**src/hdl/zx_params.svh**
```systemverilog
`ifndef ZX_PARAMS_SVH
`define ZX_PARAMS_SVH

// ~~~~ port addresses ~~~~~~
// pentagon extended paging, fully decoded.
`define PORT_DFFD_ADDR   16'hDFFD

// kempston matches on the low six address bits.
`define PORT_KEMPSTON_LO 6'h1F

// ~~~~ tr-dos ~~~~~~~~~~~~~~
// m1 fetch from this page enters the dos rom.
`define TRDOS_ENTRY_HI   8'h3D

// ~~~~ memory map ~~~~~~~~~~
// fixed pages behind #4000 and #8000.
`define BANK_AT_4000     3'd5
`define BANK_AT_8000     3'd2

// ~~~~ reset values ~~~~~~~~
// no key pressed.
`define KD_IDLE          5'b11111

`endif

```
**src/hdl/zx_pkg.sv**
```systemverilog
package zx_pkg;

    // ~~~~ machine ~~~~~~~~~~~~~
    // machine type picks port decoding and paging rules.
    typedef enum logic [1:0] {
        MACHINE_S48  = 2'd0, // 48k, no paging.
        MACHINE_S128 = 2'd1, // 128k with port #7ffd.
        MACHINE_S3   = 2'd2, // +3 with #1ffd and fdc ports.
        MACHINE_PENT = 2'd3  // pentagon, #dffd extension.
    } machine_t;

    // ~~~~ bus ~~~~~~~~~~~~~~~~~
    typedef logic [7:0]  byte_t;  // z80 data bus.
    typedef logic [15:0] addr_t;  // z80 address bus.

    // ~~~~ memory ~~~~~~~~~~~~~~
    // page within one 128k group.
    typedef logic [2:0] bank_t;

    // physical 16k page.
    // bits 5..3 come from the extended port.
    typedef logic [5:0] phys_page_t;

    // ~~~~ keyboard / video ~~~~
    // one half-row of keys, low when pressed.
    typedef logic [4:0] kbd_t;

    typedef logic [2:0] border_t; // grb colour.

endpackage

```
**src/hdl/cpu_bus_sync.sv**
```systemverilog
`timescale 1ns/1ns

module cpu_bus_sync (
    input  logic           rst_n,
    input  logic           clk28,

    input  zx_pkg::addr_t  a,
    input  zx_pkg::byte_t  d_in,
    input  logic           mreq_n,
    input  logic           iorq_n,
    input  logic           rd_n,
    input  logic           wr_n,
    input  logic           m1_n,

    output zx_pkg::addr_t  bus_a,
    output zx_pkg::byte_t  bus_d,
    output logic           ioreq,
    output logic           rd,
    output logic           wr,
    output logic           m1,
    output logic           mreq_rise
);
    import zx_pkg::*;

    // strobe order: m1, wr, rd, iorq, mreq.
    logic [4:0] strobe_s1;
    logic [4:0] strobe_s2;
    logic       mreq_q;

    addr_t a_s1;
    addr_t a_s2;
    byte_t d_s1;
    byte_t d_s2;

    // ~~~~ strobes ~~~~~~~~~~~~~
    always_ff @(posedge clk28 or negedge rst_n) begin
        if (!rst_n) begin
            strobe_s1 <= '0;
            strobe_s2 <= '0;
            mreq_q    <= 1'b0;
        end else begin
            strobe_s1 <= ~{m1_n, wr_n, rd_n, iorq_n, mreq_n}; // now active high.
            strobe_s2 <= strobe_s1;
            mreq_q    <= strobe_s2[0];
        end
    end

    // ~~~~ address and data ~~~~
    // two stages, in step with the strobes.
    always_ff @(posedge clk28) begin
        a_s1 <= a;
        a_s2 <= a_s1;
        d_s1 <= d_in;
        d_s2 <= d_s1;
    end

    assign bus_a = a_s2;
    assign bus_d = d_s2;

    assign m1    = strobe_s2[4];
    assign wr    = strobe_s2[3];
    assign rd    = strobe_s2[2];
    assign ioreq = strobe_s2[1];

    assign mreq_rise = strobe_s2[0] & ~mreq_q; // first cycle of mreq.

    // the cpu never reads and writes in the same cycle.
    a_rd_wr_excl: assert property (@(posedge clk28) disable iff (!rst_n)
        !(rd && wr));

endmodule

```
**src/hdl/mem_pager.sv**
```systemverilog
`timescale 1ns/1ns
`include "zx_params.svh"

module mem_pager (
    input  logic               rst_n,
    input  logic               clk28,
    input  zx_pkg::addr_t      bus_a,
    input  zx_pkg::machine_t   machine,
    input  logic               rom_page128,
    input  zx_pkg::bank_t      ram_page128,
    input  zx_pkg::bank_t      ram_pageext,
    input  logic [2:0]         port_1ffd,
    input  logic [4:0]         port_dffd,

    output zx_pkg::phys_page_t phys_page,
    output logic [1:0]         rom_sel,
    output logic               rom_active
);
    import zx_pkg::*;

    logic       special;
    logic       ext_en;
    logic [1:0] cpu_bank;
    bank_t      special_page;
    phys_page_t page_next;
    logic       rom_next;

    assign cpu_bank = bus_a[15:14];
    assign special  = machine == MACHINE_S3 && port_1ffd[0]; // +3 all-ram.
    // dffd only loads outside the pentagon under magic.
    assign ext_en   = machine == MACHINE_PENT || port_dffd != '0;

    // +3 all-ram configs: 0123, 4567, 4563, 4763.
    always_comb begin
        case (port_1ffd[2:1])
            2'd0:    special_page = {1'b0, cpu_bank};
            2'd1:    special_page = {1'b1, cpu_bank};
            2'd2:    special_page = (cpu_bank == 2'd3) ? 3'd3 : {1'b1, cpu_bank};
            default: special_page = (cpu_bank == 2'd3) ? 3'd3 :
                                    (cpu_bank == 2'd1) ? 3'd7 : {1'b1, cpu_bank};
        endcase
    end

    always_comb begin
        rom_next  = 1'b0;
        page_next = '0;
        if (special) begin
            page_next = {3'b000, special_page};
        end else begin
            case (cpu_bank)
                2'd0: rom_next  = 1'b1;
                2'd1: page_next = {3'b000, `BANK_AT_4000};
                2'd2: page_next = {3'b000, `BANK_AT_8000};
                default: begin
                    if (machine == MACHINE_S48)
                        page_next = '0;
                    else if (ext_en)
                        page_next = {ram_pageext, ram_page128};
                    else
                        page_next = {3'b000, ram_page128};
                end
            endcase
        end
    end

    always_ff @(posedge clk28 or negedge rst_n) begin
        if (!rst_n) begin
            phys_page  <= '0;
            rom_sel    <= '0;
            rom_active <= 1'b0;
        end else begin
            phys_page  <= page_next;
            rom_sel    <= {machine == MACHINE_S3 && port_1ffd[2], rom_page128};
            rom_active <= rom_next;
        end
    end

    a_special_no_rom: assert property (@(posedge clk28) disable iff (!rst_n)
        special |=> !rom_active);

endmodule

```
**src/hdl/zx_io_top.sv**
```systemverilog
`timescale 1ns/1ns

module zx_io_top (
    input  logic               rst_n,
    input  logic               clk28,

    input  zx_pkg::addr_t      a,
    input  zx_pkg::byte_t      d_in,
    input  logic               mreq_n,
    input  logic               iorq_n,
    input  logic               rd_n,
    input  logic               wr_n,
    input  logic               m1_n,

    input  zx_pkg::machine_t   machine,
    input  logic               en_kempston,
    input  logic               en_sinclair,
    input  logic               magic_map,
    input  logic               basic48_paged,
    input  logic               port_ff_active,

    input  zx_pkg::byte_t      port_ff_data,
    input  zx_pkg::kbd_t       kd,
    input  zx_pkg::byte_t      kempston_data,
    input  logic               tape_in,

    output zx_pkg::byte_t      d_out,
    output logic               d_out_active,
    output logic               tape_out,
    output logic               beeper,
    output zx_pkg::border_t    border,
    output logic               plus3_drd,
    output logic               plus3_dwr,
    output logic               plus3_mtr,
    output logic               video_page,

    output zx_pkg::phys_page_t phys_page,
    output logic [1:0]         rom_sel,
    output logic               rom_active
);
    import zx_pkg::*;

    addr_t      bus_a;
    byte_t      bus_d;
    logic       ioreq;
    logic       rd;
    logic       wr;
    logic       m1;
    logic       mreq_rise;

    logic       rom_page128;
    bank_t      ram_page128;
    bank_t      ram_pageext;
    logic [2:0] port_1ffd;
    logic [4:0] port_dffd;

    cpu_bus_sync u_sync (
        .rst_n, .clk28,
        .a, .d_in, .mreq_n, .iorq_n, .rd_n, .wr_n, .m1_n,
        .bus_a, .bus_d, .ioreq, .rd, .wr, .m1, .mreq_rise
    );

    zx_ports u_ports (
        .rst_n, .clk28, .en_kempston, .en_sinclair,
        .bus_a, .bus_d, .ioreq, .rd, .wr, .m1, .mreq_rise,
        .d_out, .d_out_active,
        .machine, .basic48_paged, .port_ff_active, .port_ff_data,
        .kd, .kempston_data, .magic_map, .tape_in,
        .tape_out, .beeper, .border, .video_page,
        .rom_page128, .ram_page128, .ram_pageext, .port_1ffd, .port_dffd,
        .plus3_drd, .plus3_dwr, .plus3_mtr
    );

    mem_pager u_pager (
        .rst_n, .clk28, .bus_a, .machine,
        .rom_page128, .ram_page128, .ram_pageext, .port_1ffd, .port_dffd,
        .phys_page, .rom_sel, .rom_active
    );

endmodule

```
**src/hdl/zx_ports.sv**
```systemverilog
`timescale 1ns/1ns
`include "zx_params.svh"

module zx_ports (
    input  logic              rst_n,
    input  logic              clk28,
    input  logic              en_kempston,
    input  logic              en_sinclair,

    input  zx_pkg::addr_t     bus_a,
    input  zx_pkg::byte_t     bus_d,
    input  logic              ioreq,
    input  logic              rd,
    input  logic              wr,
    input  logic              m1,
    input  logic              mreq_rise,

    output zx_pkg::byte_t     d_out,
    output logic              d_out_active,

    input  zx_pkg::machine_t  machine,
    input  logic              basic48_paged,
    input  logic              port_ff_active,
    input  zx_pkg::byte_t     port_ff_data,
    input  zx_pkg::kbd_t      kd,
    input  zx_pkg::byte_t     kempston_data,
    input  logic              magic_map,
    input  logic              tape_in,

    output logic              tape_out,
    output logic              beeper,
    output zx_pkg::border_t   border,
    output logic              video_page,
    output logic              rom_page128,
    output zx_pkg::bank_t     ram_page128,
    output zx_pkg::bank_t     ram_pageext,
    output logic [2:0]        port_1ffd,
    output logic [4:0]        port_dffd,

    output logic              plus3_drd,
    output logic              plus3_dwr,
    output logic              plus3_mtr
);
    import zx_pkg::*;

    logic  trdos;
    logic  port_ff_rd;
    logic  port_fe_rd;
    logic  kempston_rd;
    logic  lock_7ffd;
    kbd_t  kd0;
    kbd_t  sinclair_lo;
    kbd_t  sinclair_hi;
    byte_t port_fe_data;

    logic  port_fe_cs;
    logic  port_7ffd_cs;
    logic  port_dffd_cs;
    logic  port_1ffd_cs;
    logic  port_fdc_cs;

    // ~~~~ port #ff ~~~~~~~~~~~~
    always_ff @(posedge clk28 or negedge rst_n) begin
        if (!rst_n) begin
            trdos <= 1'b0;
        end else if (mreq_rise && m1) begin
            if (bus_a[15:8] == `TRDOS_ENTRY_HI && basic48_paged)
                trdos <= 1'b1;
            else if (bus_a[15] || bus_a[14]) // left the rom area.
                trdos <= 1'b0;
        end
    end

    always_ff @(posedge clk28 or negedge rst_n) begin
        if (!rst_n)
            port_ff_rd <= 1'b0;
        else
            port_ff_rd <= ioreq && rd && bus_a[7:0] == 8'hFF && port_ff_active &&
                          !trdos && !magic_map && machine != MACHINE_S3;
    end

    // ~~~~ port #fe ~~~~~~~~~~~~
    assign port_fe_cs   = ioreq && !bus_a[0];
    assign port_fe_data = {1'b1, tape_in, 1'b1, kd0};

    always_ff @(posedge clk28 or negedge rst_n) begin
        if (!rst_n) begin
            port_fe_rd <= 1'b0;
        end else begin
            port_fe_rd <= port_fe_cs && rd;
        end
    end

    always_ff @(posedge clk28 or negedge rst_n) begin
        if (!rst_n) begin
            beeper   <= 1'b0;
            tape_out <= 1'b0;
            border   <= '0;
        end else if (port_fe_cs && wr) begin
            beeper   <= bus_d[4];
            tape_out <= bus_d[3];
            border   <= bus_d[2:0];
        end
    end

    // sinclair stick on the 6-0 row.
    assign sinclair_lo = bus_a[12] ? `KD_IDLE :
        ~{kempston_data[1], kempston_data[0], kempston_data[2],
          kempston_data[3], kempston_data[4]};
    // extra buttons on the b-space row.
    assign sinclair_hi = bus_a[15] ? `KD_IDLE :
        ~{1'b0, kempston_data[6], kempston_data[5], 2'b00};

    always_ff @(posedge clk28 or negedge rst_n) begin
        if (!rst_n)
            kd0 <= `KD_IDLE;
        else if (en_sinclair)
            kd0 <= kd & sinclair_lo & sinclair_hi;
        else
            kd0 <= kd;
    end

    // ~~~~ port #7ffd ~~~~~~~~~~
    // a14 is ignored on plain 128k decoding.
    assign port_7ffd_cs = ioreq && !bus_a[1] && !bus_a[15] &&
                          (bus_a[14] || (!magic_map && machine != MACHINE_S3)) &&
                          (machine != MACHINE_S48 || magic_map) &&
                          (!lock_7ffd || port_dffd[4]);

    always_ff @(posedge clk28 or negedge rst_n) begin
        if (!rst_n) begin
            ram_page128 <= '0;
            video_page  <= 1'b0;
            rom_page128 <= 1'b0;
            lock_7ffd   <= 1'b0;
        end else if (port_7ffd_cs && wr) begin
            ram_page128 <= bus_d[2:0];
            video_page  <= bus_d[3];
            rom_page128 <= bus_d[4];
            lock_7ffd   <= bus_d[5];
        end
    end

    // ~~~~ port #dffd ~~~~~~~~~~
    assign port_dffd_cs = ioreq && bus_a == `PORT_DFFD_ADDR &&
                          (machine == MACHINE_PENT || magic_map);

    always_ff @(posedge clk28 or negedge rst_n) begin
        if (!rst_n) begin
            ram_pageext <= '0;
            port_dffd   <= '0;
        end else if (port_dffd_cs && wr) begin
            ram_pageext <= bus_d[2:0];
            port_dffd   <= bus_d[4:0]; // bit 4 lifts the 7ffd lock.
        end
    end

    // ~~~~ port #1ffd ~~~~~~~~~~
    assign port_1ffd_cs = ioreq && bus_a[15:12] == 4'b0001 && !bus_a[1] &&
                          (machine == MACHINE_S3 || magic_map);

    always_ff @(posedge clk28 or negedge rst_n) begin
        if (!rst_n) begin
            port_1ffd <= '0;
            plus3_mtr <= 1'b1;
        end else if (port_1ffd_cs && wr) begin
            port_1ffd <= bus_d[2:0];
            plus3_mtr <= ~bus_d[3]; // motor on when low.
        end
    end

    // ~~~~ fdc #2ffd/#3ffd ~~~~~
    assign port_fdc_cs = ioreq && bus_a[15:13] == 3'b001 && !bus_a[1] &&
                         machine == MACHINE_S3;

    always_ff @(posedge clk28 or negedge rst_n) begin
        if (!rst_n) begin
            plus3_drd <= 1'b1;
            plus3_dwr <= 1'b1;
        end else begin
            plus3_drd <= ~(port_fdc_cs && rd);
            plus3_dwr <= ~(port_fdc_cs && wr);
        end
    end

    // ~~~~ kempston ~~~~~~~~~~~~
    always_ff @(posedge clk28 or negedge rst_n) begin
        if (!rst_n)
            kempston_rd <= 1'b0;
        else
            kempston_rd <= en_kempston && ioreq && rd &&
                           bus_a[5:0] == `PORT_KEMPSTON_LO;
    end

    // ~~~~ read mux ~~~~~~~~~~~~
    assign d_out_active = kempston_rd | port_fe_rd | port_ff_rd;

    always_comb begin
        if (kempston_rd)
            d_out = kempston_data;
        else if (port_fe_rd)
            d_out = port_fe_data;
        else
            d_out = port_ff_data; // floating bus.
    end

    // the three read decoders never overlap.
    a_rd_sel_onehot: assert property (@(posedge clk28) disable iff (!rst_n)
        $onehot0({kempston_rd, port_fe_rd, port_ff_rd}));

endmodule

```
**config.mk**
```make
export PLATFORM = sky130hd
export DESIGN_NAME = zx_io_top
export DESIGN_NICKNAME = d
export VERILOG_FILES = /design/src/hdl/zx_pkg.sv /design/src/hdl/cpu_bus_sync.sv /design/src/hdl/mem_pager.sv /design/src/hdl/zx_io_top.sv /design/src/hdl/zx_ports.sv
export VERILOG_INCLUDE_DIRS = /design/src /design/src/hdl
export SDC_FILE = /design/constraint.sdc
export NUM_CORES = 1
export LEC_CHECK = 0
export ABC_AREA = 1
export BUFFER_PORTS_ARGS = -buffer_cell sky130_fd_sc_hd__buf_2
export CORE_MARGIN = 3
export CORE_UTILIZATION = 50
export CTS_BUF_LIST = sky130_fd_sc_hd__clkbuf_8
export CTS_CLUSTER_SIZE = 12
export DETAILED_ROUTE_END_ITERATION = 12
export MAX_ROUTING_LAYER = met4
export PLACE_DENSITY = 0.88
export SYNTH_ARGS = -nofsm -noshare
export SYNTH_HDL_FRONTEND = slang
export SYNTH_SLANG_ARGS = --single-unit
export TNS_END_PERCENT = 10
```
**constraint.sdc**
```tcl
create_clock -name clk28 -period 1.77 [get_ports clk28]
set_input_delay 0.354 -clock clk28 [delete_from_list [all_inputs] [get_ports clk28]]
set_output_delay 0.354 -clock clk28 [all_outputs]
set_load 0.01 [all_outputs]
```
# After elaboration in Yosys (flattened, before gate mapping)
# Cells that the tools add are included.
dict set report totals {
  register_bits 98
  inputBits 60
  out_inout_bits 27
}
dict set report op_classes {
  n_eq_ne 14
  mux 17
  bitwise_logic 12
  n_reduce_logical 55
}
# cell n
set op_table {}
lappend op_table {{1-bit logical AND} 35}
lappend op_table {{6-bit 2-to-1 mux} 3}
lappend op_table {{6-bit one-hot mux with 3 select lines} 1}
lappend op_table {{16-bit == test, second input constant} 1}
lappend op_table {{8-bit 2-to-1 mux} 2}
lappend op_table {{5-bit 2-to-1 mux} 3}
lappend op_table {{5-bit AND} 2}
lappend op_table {{2-bit == test, second input constant} 5}
lappend op_table {{5-bit NOT} 2}
lappend op_table {{3-bit one-hot mux with 3 select lines} 1}
lappend op_table {{8-bit by 6-bit == test with 1-bit output, second input constant} 1}
lappend op_table {{8-bit == test, second input constant} 1}
lappend op_table {{1-bit logical OR} 7}
lappend op_table {{6-bit by 5-bit == test with 1-bit output, second input constant} 1}
lappend op_table {{1-bit zero test} 6}
lappend op_table {{2-bit zero test} 3}
lappend op_table {{3-bit 2-to-1 mux} 2}
lappend op_table {{4-bit NOT with 5-bit output} 1}
lappend op_table {{5-bit nonzero test} 1}
lappend op_table {{2-bit by 1-bit == test with 1-bit output, second input constant} 2}
lappend op_table {{4-bit by 1-bit == test with 1-bit output, second input constant} 1}
lappend op_table {{1-bit 2-to-1 mux} 4}
lappend op_table {{1-bit NOT} 4}
lappend op_table {{2-bit nonzero test} 2}
lappend op_table {{6 further kinds} 7}

# Longest topological paths before layout
dict set report logic_depth {
  ltp_word 7
  mapped_depth 8
}

# Hierarchy
# From an unflattened synthesis, not the netlist that was laid out.
dict set report unflattened {
  hier_cells 327
  area_unflattened_um2 3334.4
}
# module instances cells_per_inst area_per_inst_um2
set by_module_without_submodules {}
lappend by_module_without_submodules {zx_ports 1 204 1641.6}
lappend by_module_without_submodules {cpu_bus_sync 1 66 1265.0}
lappend by_module_without_submodules {mem_pager 1 57 427.9}

# Worst setup path before layout
# Ideal clock, no wire load.
dict set report synth_path {
  path_kind {register -> output}
  start {register u_ports.port_fe_rd}
  end {output port d_out[0]}
  arrival_time_ps 957
  required_ps 1416
  path_slack_ps 459
  stages_incl_launch_ff 5
  path_buffers 1
  path_cell_list {dfrtp_1 > clkbuf_1 > inv_1 > nand2_1 > a22oi_1}
}
dict set report synth_via {
  elab_chain_cells 2
}
# element line
set synth_rtl {}
lappend synth_rtl {{from (decl)} zx_ports.sv:48} ;# logic port_fe_rd;
lappend synth_rtl {{from (signal assigned)} zx_ports.sv:90} ;# port_fe_rd <= port_fe_cs && rd;
lappend synth_rtl {{8-bit 2-to-1 mux} zx_ports.sv:201} ;# else if (port_fe_rd)
lappend synth_rtl {{8-bit 2-to-1 mux} zx_ports.sv:199} ;# if (kempston_rd)
lappend synth_rtl {{to (decl)} zx_io_top.sv:27} ;# output zx_pkg::byte_t d_out,
# No other way between the ends.

# Worst setup path in the final report
dict set report layout_path {
  start {register u_ports.port_fe_rd}
  end {output port d_out[6]}
}
# The elaborated chain is that of the path after synthesis.

==> out/qor.yml <==
outcome:
  status: "finished, final reports clean"
yosys:
  avgSynthCellArea_um2: 10.5
  ys_types: 28
  seq_area_frac_synth_pct: 68.5
  synth_top_area_share_pct: 33.6
  syn_area_mm2: 0.00313
  yosys_warnings: 0
  syn-num-nets: 357
  synth_area_leaders: "dfrtp_1 (34%), dfxtp_1 (28%), nand2_1 (7.7%), dfstp_2 (6.7%), inv_1 (4.6%)"
  yosys_register_bits: 94
  synthCells: 297
  yosys.area.top_type: "dfrtp_1"
cells_and_area:
  final_cells: 472
  nNetsFinal: 452
  n_fill_cell: 471
  synthToLayoutAreaGrowth_pct: 24.1
  diodes: 0
  drive_gt1_share_pct: 32.7
  stdcell_area_mm2: 0.00388
placed_design:
  hpwlAfterDp_um: 4550
  gp_congestion: 0.855
  portBuffers: 84
  place_inst: 454
  placed_area_mm2: 0.00365
sta:
  slew_violations: 0
  skew_ns: 0.00685
  fin_crit_sh_pct: 98.1
  worst_pin_slew_ns: 0.471
  fin_crit_ns: 1.74
  setup_viol: 0
  fmax_mhz: 576
  hold_viol_final: 0
  slew_headroom_pct: 68.6
  rsz0062_at_grt: "yes"
die:
  dieWidth_um: 85.1
  core-area_mm2: 0.00599
  num_rows: 28
  num_io_pins: 87
  die_h_um: 85.1
  start_util_pct: 52.2
  dieArea_mm2: 0.00724
setup_path:
  start_kind: "flop"
  path_delay_family: "flip-flops"
  path_buf_inv: 2
  crit_path_end_kind: "primary output"
  critPathArrivalTime_ns: 1.38
  cp_max_fo: 6
  crit_required_ns: 1.42
  criticalPathCategory: "flop to primary output"
  path_cells: "buf_4 > a21oi_1 > a22oi_1 > buf_2"
  cp_slowest_cell: "dfrtp_2"
  cp_slowest_stage_delay_ns: 0.47
detailed_routing:
  wl_per_cell_um: 13.4
  postRouteAntennaNets: 0
  drt_iter0_drc: 133
  drc: 0
  first_pass_iters: 4
  wl_um: 6340
  route.vias.total: 2321
  vias_per_cell: 4.92
clock_network:
  cts.path.max_buffers: 2
  htreeDepth: 3
  numCtsBuffers: 9
  cts.clk_slew.worst_paths_ns: 0.09
  cts_root_buffer: "clkbuf_8"
  cts_tree: "built"
  clkLatencyLatePin_ns: 0.35
  clock_sinks: 94
global_route:
  antenna_found_initial: 0
  grt_pass1_wl_um: 10500
  grt_pass1_vias: 2258
  grt_max_degree: 31
  grt_use_total_pct: 19.2
  gr-total-overflow: 0
power:
  leakagePower_nw: 2.02
  powerDensity_mw_per_mm2: 1070
  peakVddDrop_v: 0.000718
min_path:
  hold_class: "input pin to flop"
flow_run:
  cap_violations: 0
==> metrics by stage <==
step           setup slack [ns]  util (%)  TNS (ns)  total power, W  hold slack [ns]
2_1_floorplan             0.459         -         0         0.00258           0.0584
3_3_place_gp              0.347      60.9         0         0.00276            0.311
3_5_place_dp              0.275      60.9         0         0.00278            0.312
4_1_cts                  0.0270      64.6         0         0.00420           0.0734
5_1_grt                 -0.0307      64.8    -0.105         0.00436           0.0678
6_report                 0.0331      64.8         0         0.00416           0.0912
==> Yosys cell counts <==
cell	instances
clkbuf_1	2
nand3_1	17
nand2_1	64
a21oi_1	7
buf_4	1
nand3_4	1
nand3b_1	1
dfstp_2	8
a21oi_4	1
nand2_2	3
dfrtp_1	42
inv_2	1
mux2_2	4
or2_2	1
nor3_1	6
nand4_1	9
inv_1	38
dfxtp_1	44
nor2_2	1
nor3b_1	1
a22oi_1	6
o21ai_0	15
nor2_1	17
nor3_4	1
o31ai_1	1
nor2_4	2
nand2_4	1
a31oi_1	2
==> registers in the layout (all words and copies together) (netlist names), 2 cells and up <==
| register | count |
|---|---|
| u_sync.d_s1 | 6 |
| u_sync.bus_d | 6 |
| u_sync.strobe_s1 | 5 |
| u_ports.ram_page128 | 3 |
| u_pager.rom_sel | 2 |
| u_ports.border | 3 |
| u_ports.kd0 | 5 |
| u_pager.phys_page | 6 |
| u_sync.strobe_s2 | 5 |
| u_sync.bus_a | 16 |
| u_ports.port_dffd | 4 |
| u_sync.a_s1 | 16 |
| u_ports.port_1ffd | 3 |
==> kinds of logic after synthesis <==
| kind of cell | count (synthesis) | synth area share (%) |
|---|---|---|
| and+or+nand+nor | 125 | 18.8 |
| DFF | 94 | 68.5 |
| buffers and inverters | 42 | 5.16 |
| AOI/OAI and AO/OA | 32 | 6.12 |
| muxes | 4 | 1.44 |
==> metal layers <==
layer	vias to the layer above	GRT usage (%)	part of all wire, %
met4	0	9.50	1.9
li1	1141	-	-
met3	10	5.15	6.8
met5	-	-	0
met1	1085	23.1	41
met2	85	29.9	50
==> power breakdown <==
group | internal (W) | switching (W) | leakage, nW
clock network | 0.000698 | 0.000713 | 0.103
logic | 0.000164 | 0.000224 | 0.932
registers | 0.00229 | 0.0000729 | 0.987
total | 0.00315 | 0.00101 | 2.02
==> repair_timing <==
item	in CTS	in global routing
gates resized for setup	4	3
setup endpoints to repair	8	4
setup buffers	0	1
hold buffers	1	0
hold endpoints to repair	13	0
==> cell usage in the layout, fill, tap and decap left out, drive strengths merged <==
| cell type | instances |
|---|---|
| buf | 86 |
| nand2 | 68 |
| dfxtp | 44 |
| dfrtp | 42 |
| inv | 40 |
| nor2 | 20 |
| nand3 | 18 |
| o21ai | 15 |
| clkbuf | 10 |
| nand4 | 9 |
| dfstp | 8 |
| a21oi | 8 |
| nor3 | 7 |
| a22oi | 6 |
| mux2 | 4 |
| clkinv | 3 |
| a31oi | 2 |
| or2 | 1 |
| nor3b | 1 |
| nand3b | 1 |
| o31ai | 1 |
| clkinvlp | 1 |
| bufinv | 1 |
| dlygate4sd3 | 1 |
==> final cells by class <==
type                            count  area [um^2]  share of cell area, %
Clock inverter                      6         68.8                   1.77
Tap cell                           75         93.8                   2.42
Inverter                           39          149                   3.84
Multi-Input combinational cell    161          831                   21.4
Clock buffer                       10          138                   3.54
Sequential cell                    94         2140                   55.2
Timing Repair Buffer               87          458                   11.8
==> path summary, 6_finish.rpt <==
path / startpoint / endpoint / slack, ns / depth (start not counted)
setup / recovery: u_ports.port_fe_rd$_DFF_PN0_ / d_out[6] / 0.03 / 4
hold / removal: d_in[1] / u_sync.d_s1[1]$_DFF_P_ / 0.09 / 1
setup reg to reg: u_sync.bus_a[15]$_DFF_P_ / u_ports.rom_page128$_DFFE_PN0P_ / 0.48 / 6
hold reg to reg: u_sync.a_s1[13]$_DFF_P_ / u_sync.bus_a[13]$_DFF_P_ / 0.33 / 0
max in group asynchronous: rst_n / u_ports.plus3_mtr$_DFFE_PN1P_ / 0.70 / 3
min in group asynchronous: rst_n / u_pager.phys_page[5]$_DFF_PN0_ / 0.49 / 2
No activity file was read; power rests on OpenSTA's default activity.
